<file path="src/riscvPkg.sv">
// Shared widths, register count and control enums for the execute slice
`default_nettype none

package riscvPkg;

    // Datapath width fixed by RV32I
    localparam int xlen = 32;

    // Register index width and number of architectural registers
    localparam int regAddrWidth = 5;
    localparam int regCount = 32;

    // Index of the hard-wired zero register
    localparam logic [regAddrWidth-1:0] zeroReg = '0;

    // ALU operation select
    typedef enum logic [3:0] {
        ADD,
        SUB,
        AND,
        OR,
        XOR,
        SLL,
        SRL,
        SRA,
        SLT,
        SLTU,
        // Operand two straight through, LUI
        COPYB
    } aluOpT;

    // Source of each operand before the PC/IMM mux
    typedef enum logic [1:0] {
        NOFORWARD,
        FORWARD_alu,
        FORWARD_wb
    } fwdSelT;

    // Operand A source
    typedef enum logic {
        RS1,
        PC
    } srcAT;

    // Operand B source
    typedef enum logic {
        RS2,
        IMM
    } srcBT;

endpackage

`default_nettype wire

</file>
<file path="src/alu.sv">
// Combinational RV32I integer ALU
`timescale 1ns/1ps
`default_nettype none

module alu (
    input  logic [riscvPkg::xlen-1:0] op1,
    input  logic [riscvPkg::xlen-1:0] op2,
    input  riscvPkg::aluOpT           aluOp,
    output logic [riscvPkg::xlen-1:0] aluResult
);
    import riscvPkg::*;

    // Shift amount, low five bits only
    logic [4:0] shamt;
    // Signed and unsigned compare
    logic       lessSigned;
    logic       lessUnsigned;

    assign shamt = op2[4:0];
    assign lessSigned = $signed(op1) < $signed(op2);
    assign lessUnsigned = op1 < op2;

    always_comb begin
        case (aluOp)
            ADD: begin
                aluResult = op1 + op2;
            end
            SUB: begin
                aluResult = op1 - op2;
            end
            AND: begin
                aluResult = op1 & op2;
            end
            OR: begin
                aluResult = op1 | op2;
            end
            XOR: begin
                aluResult = op1 ^ op2;
            end
            SLL: begin
                aluResult = op1 << shamt;
            end
            SRL: begin
                aluResult = op1 >> shamt;
            end
            // Arithmetic shift keeps the sign bit
            SRA: begin
                aluResult = $unsigned($signed(op1) >>> shamt);
            end
            // Set-less-than gives 0 or 1
            SLT: begin
                aluResult = {{(xlen-1){1'b0}}, lessSigned};
            end
            SLTU: begin
                aluResult = {{(xlen-1){1'b0}}, lessUnsigned};
            end
            COPYB: begin
                aluResult = op2;
            end
            default: begin
                aluResult = '0;
            end
        endcase
    end

endmodule

`default_nettype wire

</file>
<file path="src/exCore.sv">
// Execute slice top with register file, ID/EX, forwarding, ALU and result pipe
`timescale 1ns/1ps
`default_nettype none

module exCore (
    input  logic                              CLK,
    input  logic                              rst,
    input  logic                              issueValid,
    input  logic [riscvPkg::regAddrWidth-1:0] issueRs1,
    input  logic [riscvPkg::regAddrWidth-1:0] issueRs2,
    input  logic [riscvPkg::regAddrWidth-1:0] issueRd,
    input  logic                              issueRegWrite,
    input  riscvPkg::aluOpT                   issueAluOp,
    input  riscvPkg::srcAT                    issueSrcA,
    input  riscvPkg::srcBT                    issueSrcB,
    input  logic [riscvPkg::xlen-1:0]         issuePc,
    input  logic [riscvPkg::xlen-1:0]         issueImm,
    output logic                              wbValid,
    output logic [riscvPkg::regAddrWidth-1:0] wbRd,
    output logic [riscvPkg::xlen-1:0]         wbData
);
    import riscvPkg::*;

    // Issue stage read data
    logic [xlen-1:0] rs1Data;
    logic [xlen-1:0] rs2Data;
    // ID/EX outputs
    logic exValid;
    logic [regAddrWidth-1:0] exRs1;
    logic [regAddrWidth-1:0] exRs2;
    logic [regAddrWidth-1:0] exRd;
    logic exRegWrite;
    aluOpT exAluOp;
    srcAT exSrcA;
    srcBT exSrcB;
    logic [xlen-1:0] exPc;
    logic [xlen-1:0] exImm;
    logic [xlen-1:0] exRs1Data;
    logic [xlen-1:0] exRs2Data;
    // Forward selects
    fwdSelT fwdA;
    fwdSelT fwdB;
    // Result path
    logic [xlen-1:0] aluResult;
    logic [regAddrWidth-1:0] memRd;
    logic memWrite;
    logic [xlen-1:0] memResult;
    logic wbWrite;

    // Written from the WB stage
    regFile regs (
        .CLK     (CLK),
        .rst     (rst),
        .rdAddrA (issueRs1),
        .rdAddrB (issueRs2),
        .wrAddr  (wbRd),
        .wrEn    (wbWrite),
        .wrData  (wbData),
        .rdDataA (rs1Data),
        .rdDataB (rs2Data)
    );

    idExReg idEx (
        .CLK           (CLK),
        .rst           (rst),
        .issueValid    (issueValid),
        .issueRs1      (issueRs1),
        .issueRs2      (issueRs2),
        .issueRd       (issueRd),
        .issueRegWrite (issueRegWrite),
        .issueAluOp    (issueAluOp),
        .issueSrcA     (issueSrcA),
        .issueSrcB     (issueSrcB),
        .issuePc       (issuePc),
        .issueImm      (issueImm),
        .rs1Data       (rs1Data),
        .rs2Data       (rs2Data),
        .exValid       (exValid),
        .exRs1         (exRs1),
        .exRs2         (exRs2),
        .exRd          (exRd),
        .exRegWrite    (exRegWrite),
        .exAluOp       (exAluOp),
        .exSrcA        (exSrcA),
        .exSrcB        (exSrcB),
        .exPc          (exPc),
        .exImm         (exImm),
        .exRs1Data     (exRs1Data),
        .exRs2Data     (exRs2Data)
    );

    forwardUnit fwd (
        .exRs1    (exRs1),
        .exRs2    (exRs2),
        .memRd    (memRd),
        .wbRd     (wbRd),
        .memWrite (memWrite),
        .wbWrite  (wbWrite),
        .fwdA     (fwdA),
        .fwdB     (fwdB)
    );

    // EX/MEM result is the one-back forward, WB data the two-back
    exe exUnit (
        .fwdA       (fwdA),
        .fwdB       (fwdB),
        .srcA       (exSrcA),
        .srcB       (exSrcB),
        .aluOp      (exAluOp),
        .fwdAluData (memResult),
        .fwdWbData  (wbData),
        .pc         (exPc),
        .imm        (exImm),
        .rs1Data    (exRs1Data),
        .rs2Data    (exRs2Data),
        .aluResult  (aluResult)
    );

    resultPipe results (
        .CLK        (CLK),
        .rst        (rst),
        .exValid    (exValid),
        .exRegWrite (exRegWrite),
        .exRd       (exRd),
        .aluResult  (aluResult),
        .memRd      (memRd),
        .memWrite   (memWrite),
        .memResult  (memResult),
        .wbValid    (wbValid),
        .wbWrite    (wbWrite),
        .wbRd       (wbRd),
        .wbData     (wbData)
    );

endmodule

`default_nettype wire

</file>
<file path="src/exe.sv">
// Execution unit with forwarding muxes, PC/IMM source muxes and the ALU
`timescale 1ns/1ps
`default_nettype none

module exe (
    input  riscvPkg::fwdSelT          fwdA,
    input  riscvPkg::fwdSelT          fwdB,
    input  riscvPkg::srcAT            srcA,
    input  riscvPkg::srcBT            srcB,
    input  riscvPkg::aluOpT           aluOp,
    input  logic [riscvPkg::xlen-1:0] fwdAluData,
    input  logic [riscvPkg::xlen-1:0] fwdWbData,
    input  logic [riscvPkg::xlen-1:0] pc,
    input  logic [riscvPkg::xlen-1:0] imm,
    input  logic [riscvPkg::xlen-1:0] rs1Data,
    input  logic [riscvPkg::xlen-1:0] rs2Data,
    output logic [riscvPkg::xlen-1:0] aluResult
);
    import riscvPkg::*;

    // Forwarded register operands
    logic [xlen-1:0] muxA;
    logic [xlen-1:0] muxB;
    // Final ALU operands
    logic [xlen-1:0] opA;
    logic [xlen-1:0] opB;

    alu aluUnit (
        .op1       (opA),
        .op2       (opB),
        .aluOp     (aluOp),
        .aluResult (aluResult)
    );

    always_comb begin
        // First level, forwarding into A
        case (fwdA)
            FORWARD_alu: muxA = fwdAluData;
            FORWARD_wb:  muxA = fwdWbData;
            default:     muxA = rs1Data;
        endcase

        // First level, forwarding into B
        case (fwdB)
            FORWARD_alu: muxB = fwdAluData;
            FORWARD_wb:  muxB = fwdWbData;
            default:     muxB = rs2Data;
        endcase

        // Second level, PC replaces A for AUIPC style ops
        case (srcA)
            PC:      opA = pc;
            default: opA = muxA;
        endcase

        // Immediate replaces B
        case (srcB)
            IMM:     opB = imm;
            default: opB = muxB;
        endcase
    end

endmodule

`default_nettype wire

</file>
<file path="src/forwardUnit.sv">
// Forwarding unit selecting EX/MEM or MEM/WB data for each ALU operand
`timescale 1ns/1ps
`default_nettype none

module forwardUnit (
    input  logic [riscvPkg::regAddrWidth-1:0] exRs1,
    input  logic [riscvPkg::regAddrWidth-1:0] exRs2,
    input  logic [riscvPkg::regAddrWidth-1:0] memRd,
    input  logic [riscvPkg::regAddrWidth-1:0] wbRd,
    input  logic                              memWrite,
    input  logic                              wbWrite,
    output riscvPkg::fwdSelT                  fwdA,
    output riscvPkg::fwdSelT                  fwdB
);
    import riscvPkg::*;

    // Select for one source register
    function automatic fwdSelT pickFwd(input logic [regAddrWidth-1:0] rs);
        fwdSelT sel;
        sel = NOFORWARD;
        // Youngest producer checked first so EX/MEM wins
        if (memWrite && memRd != zeroReg && memRd == rs) begin
            sel = FORWARD_alu;
        end else if (wbWrite && wbRd != zeroReg && wbRd == rs) begin
            sel = FORWARD_wb;
        end
        return sel;
    endfunction

    // Write flags already carry the stage valid bits
    always_comb begin
        fwdA = pickFwd(exRs1);
        fwdB = pickFwd(exRs2);
    end

endmodule

`default_nettype wire

</file>
<file path="src/idExReg.sv">
// ID/EX pipeline register for the issued instruction
`timescale 1ns/1ps
`default_nettype none

module idExReg (
    input  logic                              CLK,
    input  logic                              rst,
    input  logic                              issueValid,
    input  logic [riscvPkg::regAddrWidth-1:0] issueRs1,
    input  logic [riscvPkg::regAddrWidth-1:0] issueRs2,
    input  logic [riscvPkg::regAddrWidth-1:0] issueRd,
    input  logic                              issueRegWrite,
    input  riscvPkg::aluOpT                   issueAluOp,
    input  riscvPkg::srcAT                    issueSrcA,
    input  riscvPkg::srcBT                    issueSrcB,
    input  logic [riscvPkg::xlen-1:0]         issuePc,
    input  logic [riscvPkg::xlen-1:0]         issueImm,
    input  logic [riscvPkg::xlen-1:0]         rs1Data,
    input  logic [riscvPkg::xlen-1:0]         rs2Data,
    output logic                              exValid,
    output logic [riscvPkg::regAddrWidth-1:0] exRs1,
    output logic [riscvPkg::regAddrWidth-1:0] exRs2,
    output logic [riscvPkg::regAddrWidth-1:0] exRd,
    output logic                              exRegWrite,
    output riscvPkg::aluOpT                   exAluOp,
    output riscvPkg::srcAT                    exSrcA,
    output riscvPkg::srcBT                    exSrcB,
    output logic [riscvPkg::xlen-1:0]         exPc,
    output logic [riscvPkg::xlen-1:0]         exImm,
    output logic [riscvPkg::xlen-1:0]         exRs1Data,
    output logic [riscvPkg::xlen-1:0]         exRs2Data
);
    import riscvPkg::*;

    // Control half
    always_ff @(posedge CLK) begin
        if (rst) begin
            exValid <= 1'b0;
            exRegWrite <= 1'b0;
            exAluOp <= ADD;
            exSrcA <= RS1;
            exSrcB <= RS2;
        end else begin
            exValid <= issueValid;
            // Bubble never writes
            exRegWrite <= issueValid && issueRegWrite;
            if (issueValid) begin
                exAluOp <= issueAluOp;
                exSrcA <= issueSrcA;
                exSrcB <= issueSrcB;
            end
        end
    end

    // Payload half, loaded on issue only
    always_ff @(posedge CLK) begin
        if (issueValid) begin
            exRs1 <= issueRs1;
            exRs2 <= issueRs2;
            exRd <= issueRd;
            exPc <= issuePc;
            exImm <= issueImm;
            exRs1Data <= rs1Data;
            exRs2Data <= rs2Data;
        end
    end

endmodule

`default_nettype wire

</file>
<file path="src/regFile.sv">
// 32x32 register file with zero x0 and write-through read bypass
`timescale 1ns/1ps
`default_nettype none

module regFile (
    input  logic                              CLK,
    input  logic                              rst,
    input  logic [riscvPkg::regAddrWidth-1:0] rdAddrA,
    input  logic [riscvPkg::regAddrWidth-1:0] rdAddrB,
    input  logic [riscvPkg::regAddrWidth-1:0] wrAddr,
    input  logic                              wrEn,
    input  logic [riscvPkg::xlen-1:0]         wrData,
    output logic [riscvPkg::xlen-1:0]         rdDataA,
    output logic [riscvPkg::xlen-1:0]         rdDataB
);
    import riscvPkg::*;

    // Storage for x1..x31 only
    logic [xlen-1:0] regs [1:regCount-1];

    // One read port, bypassing a same-cycle write
    function automatic logic [xlen-1:0] readPort(input logic [regAddrWidth-1:0] addr);
        logic [xlen-1:0] value;
        if (addr == zeroReg) begin
            value = '0;
        end else if (wrEn && addr == wrAddr) begin
            value = wrData;
        end else begin
            value = regs[addr];
        end
        return value;
    endfunction

    always_ff @(posedge CLK) begin
        if (rst) begin
            for (int i = 1; i < regCount; i++) begin
                regs[i] <= '0;
            end
        end else if (wrEn && wrAddr != zeroReg) begin
            regs[wrAddr] <= wrData;
        end
    end

    // Reads follow the storage and the write port as well as the addresses
    always_comb begin
        rdDataA = readPort(rdAddrA);
        rdDataB = readPort(rdAddrB);
    end

endmodule

`default_nettype wire

</file>
<file path="src/resultPipe.sv">
// EX/MEM and MEM/WB result registers feeding forwarding and writeback
`timescale 1ns/1ps
`default_nettype none

module resultPipe (
    input  logic                              CLK,
    input  logic                              rst,
    input  logic                              exValid,
    input  logic                              exRegWrite,
    input  logic [riscvPkg::regAddrWidth-1:0] exRd,
    input  logic [riscvPkg::xlen-1:0]         aluResult,
    output logic [riscvPkg::regAddrWidth-1:0] memRd,
    output logic                              memWrite,
    output logic [riscvPkg::xlen-1:0]         memResult,
    output logic                              wbValid,
    output logic                              wbWrite,
    output logic [riscvPkg::regAddrWidth-1:0] wbRd,
    output logic [riscvPkg::xlen-1:0]         wbData
);
    import riscvPkg::*;

    // Instruction present in MEM, writing or not
    logic memValid;

    // Stage control and destinations
    always_ff @(posedge CLK) begin
        if (rst) begin
            memValid <= 1'b0;
            memWrite <= 1'b0;
            memRd <= zeroReg;
            wbValid <= 1'b0;
            wbWrite <= 1'b0;
            wbRd <= zeroReg;
        end else begin
            memValid <= exValid;
            memWrite <= exRegWrite;
            memRd <= exRd;
            // MEM is a plain pass-through stage
            wbValid <= memValid;
            wbWrite <= memWrite;
            wbRd <= memRd;
        end
    end

    // Results
    always_ff @(posedge CLK) begin
        memResult <= aluResult;
        wbData <= memResult;
    end

endmodule

`default_nettype wire

</file>
<file path="config.mk">
export PLATFORM = sky130hd
export DESIGN_NAME = exCore
export DESIGN_NICKNAME = d
export VERILOG_FILES = /design/src/riscvPkg.sv /design/src/alu.sv /design/src/exCore.sv /design/src/exe.sv /design/src/forwardUnit.sv /design/src/idExReg.sv /design/src/regFile.sv /design/src/resultPipe.sv
export SDC_FILE = /design/constraint.sdc
export NUM_CORES = 2
export LEC_CHECK = 0
export ABC_AREA = 1
export BUFFER_PORTS_ARGS = -buffer_cell sky130_fd_sc_hd__buf_2
export CAP_MARGIN = 5
export CORE_MARGIN = 2
export CORE_UTILIZATION = 40
export CTS_BUF_LIST = sky130_fd_sc_hd__clkbuf_8
export DETAILED_ROUTE_END_ITERATION = 8
export HOLD_SLACK_MARGIN = 0.05
export SYNTH_ARGS = -nofsm -noshare
export SYNTH_HDL_FRONTEND = slang
export SYNTH_HIERARCHICAL = 1
export SYNTH_SLANG_ARGS = --single-unit
</file>
<file path="constraint.sdc">
create_clock -name CLK -period 6.7 [get_ports CLK]
set_clock_uncertainty 0.2 [all_clocks]
set_input_delay 1.34 -clock CLK [delete_from_list [all_inputs] [get_ports CLK]]
set_output_delay 1.34 -clock CLK [all_outputs]
set_load 0.03 [all_outputs]
</file>
==> summary.txt <==
Simple-Gate Fraction of Synth Area: 33.55%
Syn Inst Count: 10520
RR Endpoint: results/memResult[0]
crit path DAT: 6.56 ns
CP Max Fanout: 32
adder-cell share of the synthesized area: 1.718%
Fin Hold WS: 0.1746 ns
Synth top area share: 44.48%
setup bufs post-CTS: 0
Max Cap Viol: 0
Seq cells post-synth: 1253
layout cells sized above 1: 9.622%
Power Density: 255.5 nW/um2
CTS resizes: 0
hold bufs inserted after CTS: 0
IO Pins: 127
Static Leak: 36.84 nW
hold wc startpoint: results/memResult[9]
final setup fails: 0
switching power: 8.203 mW
sw frac: 37.75%
Reg2Reg Depth: 20
clock-pin slew on the worst setup and hold paths: 0.06 ns
Core Region: 195400 um2
DP Area: 81060 um2
drt wl/cell: 25.97 um
Mapped Avg Cell Area: 7.492 um2
P_int: 13.53 mW
TritonCTS clock tree: yes
Initial Utilization: 40.32%
dominant synthesized flop cell: edfxtp_1
hold depth: 0
Post-synth EDFFs: 1167
H-tree depth: 4
HP Class: register to register
clk_lat worst skew: 1.00 ns
pre-CTS setup slack: 1.214 ns
sequential area share after synthesis: 46.66%
flop-to-flop setup slack: 0.88 ns
FMAX: 171.7 MHz
1st-pass router iterations: 7
area delta synth->final: 7.946%
Synth Area in Compound Gates: 8.012%
most frequent cells after synthesis: nand2_1, nand3_1, nor2_1
Port Buffers: 126
asr flop ratio synth: 0%
r2r startpoint: results/wbRd[4]
Synth cell types: 55
ANT nets after route: 0
routed vias: 76290
Post-Layout Cell Count: 13130
initial antenna violation count: 8
total power: 21.73 mW
Startpoint Class: register
post-route setup TNS: 0 ns
Worst VDD drop: 179.0 uV
Synth area leader: edfxtp_1
CTS sink count: 1253
gr usage total: 33.25%
Crit Path Category: register to register
final worst slack: 0.8754 ns
endpoint class of the critical path: register
max_slew headroom: 13.16%
CTS Buffer Depth: 3
Tcrit/Tclk final: 86.93%
nets: 10520
worst path required time: 7.44 ns
global-route wire length before repair: 488600 um
placer congestion estimate: 1.047
clock power share: 30.9%
largest net degree at the start of global routing: 194
Iteration-0 DRC Markers: 11870
# rows: 162
final instance area: 85050 um2
fillers: 19840
post-synthesis xor/xnor area fraction: 0.1667%
Area contributors post-synth: edfxtp_1, nand2_1, nand3_1
max-slew violation count: 0
GRT overflow: 0
largest family of logic cells by synthesized area: simple AND/OR/NAND/NOR gates
die span in x: 447.8 um
vias per cell: 5.810
Netlist Area Pre-Place: 78790 um2
vias in the first global route: 70440
post-route core utilization: 43.53%
dpl hpwl: 216400 um
sequential cell fraction of total power: 44.2%
DRC viols: 0
Worst Tran Pin Value: 1.298 ns
DIE AREA: 200500 um2
multiplexer share of the synthesized area: 0%
minimum clock period: 5.825 ns
synth warn: 6
run status: finished clean
count leader, synth: nand2_1
Post-Route WL: 341000 um
root buffer cell: clkbuf_8
total CTS buffers: 222
Placed Cells incl. Taps: 12730
Die Y: 447.8 um
RSZ-0062 raised after global routing: no
Logic pwr share: 24.9%
Hold Path End: results/wbData[9]
final hold vios: 0
-- registers in the layout, indices dropped and copies added (netlist names), 4 cells and up --
| register | count |
|---|---|
| idEx/exImm | 32 |
| idEx/exRs1 | 5 |
| regs/regs | 1024 |
| idEx/exRs2Data | 32 |
| results/memResult | 32 |
| results/memRd | 5 |
| idEx/exAluOp | 4 |
| idEx/exRd | 5 |
| idEx/exRs2 | 5 |
| idEx/exPc | 32 |
| results/wbData | 32 |
| idEx/exRs1Data | 32 |
| results/wbRd | 5 |
-- per-layer routing --
layer  up-vias  part of all wire, %  global-route usage, %
met4         4                  5.9                  17.74
met3       938                   12                  6.686
li1      33870                    -                      -
met5         -               0.0082                      0
met2      5261                   42                  48.99
met1     36210                   40                  45.86
-- power groups by stage --
stage                     Clock, mW  Combinational [mW]  Sequential [mW]
final                          6.71                5.41             9.61
after global routing           7.13                5.75             9.63
after CTS                      6.80                5.25             9.59
after detailed placement          0                5.23             9.75
after global placement            0                5.21             9.75
after floorplan                   0                3.17             9.54
-- worst max path at each step --
stage	start	to	slack [ns]	cells past startpoint
after floorplan	results/wbRd[3]	results/memResult[10]	2.43	28
after global placement	idEx/exRs1[2]	results/memResult[0]	1.06	22
after detailed placement	results/wbRd[0]	results/memResult[0]	1.21	21
after CTS	results/wbRd[4]	results/memResult[0]	1.21	20
after global routing	results/wbRd[0]	results/memResult[0]	0.74	21
final	results/wbRd[4]	results/memResult[0]	0.88	20
-- area by class of cell --
cell class | instances | area, um2 | share of cell area (%)
timing repair buffer | 333 | 2551 | 3.000
clock buffer | 232 | 3193 | 3.754
inverter | 1046 | 3971 | 4.669
multi-input combinational | 7471 | 34480 | 40.54
antenna | 10 | 25.02 | 0.02942
tap | 2624 | 3283 | 3.860
sequential | 1253 | 36770 | 43.23
clock inverter | 162 | 777.0 | 0.9136
-- critical path: stages (launching register included) --
cell and delay, ns:
dfxtp_1 0.66, xnor2_1 0.19, nand2_1 0.07, nor2_1 0.10
nand2_1 0.07, nor2_1 0.16, ha_1 0.65, inv_6 0.31
nand3_1 0.20, nand2_1 0.06, nand2_1 0.52, inv_1 0.31
ha_1 0.72, inv_1 0.32, a31oi_1 0.32, nand2_1 0.18
a21oi_1 0.28, nand2_1 0.12, nand2_1 0.07, nand3_1 0.07
nand2_1 0.10
-- placed cells by master (no fill, tap or decap), drive strengths merged --
| master | count |
|---|---|
| o221ai | 5 |
| and2 | 9 |
| inv | 1131 |
| and3 | 1 |
| clkbuf | 232 |
| nand3 | 1524 |
| xor2 | 9 |
| o21ai | 455 |
| clkinv | 69 |
| diode | 10 |
| nor4 | 3 |
| o21a | 1 |
| nor2 | 1576 |
| buf | 333 |
| nand3b | 5 |
| o22ai | 36 |
| edfxtp | 1167 |
| fa | 2 |
| nor3 | 35 |
| a211oi | 1 |
| a21oi | 399 |
| bufinv | 3 |
| o2111ai | 3 |
| a21boi | 1 |
| clkinvlp | 5 |
| nand2 | 2952 |
| nand4 | 26 |
| o211ai | 212 |
| a21o | 2 |
| dfxtp | 86 |
| o21bai | 10 |
| o31ai | 1 |
| xnor2 | 6 |
| ha | 105 |
| or2 | 56 |
| a221oi | 1 |
| a31oi | 3 |
| conb | 32 |
-- logic make-up after synthesis --
kind of cell / Yosys count
AND/OR/NAND/NOR: 6187
buffers and inverters: 1823
flip-flops: 1253
AO/OA/AOI/OAI: 1130
adder cells (fa/ha/maj): 107
XOR/XNOR: 15
other: 1
(Power assumes the default switching activity.)
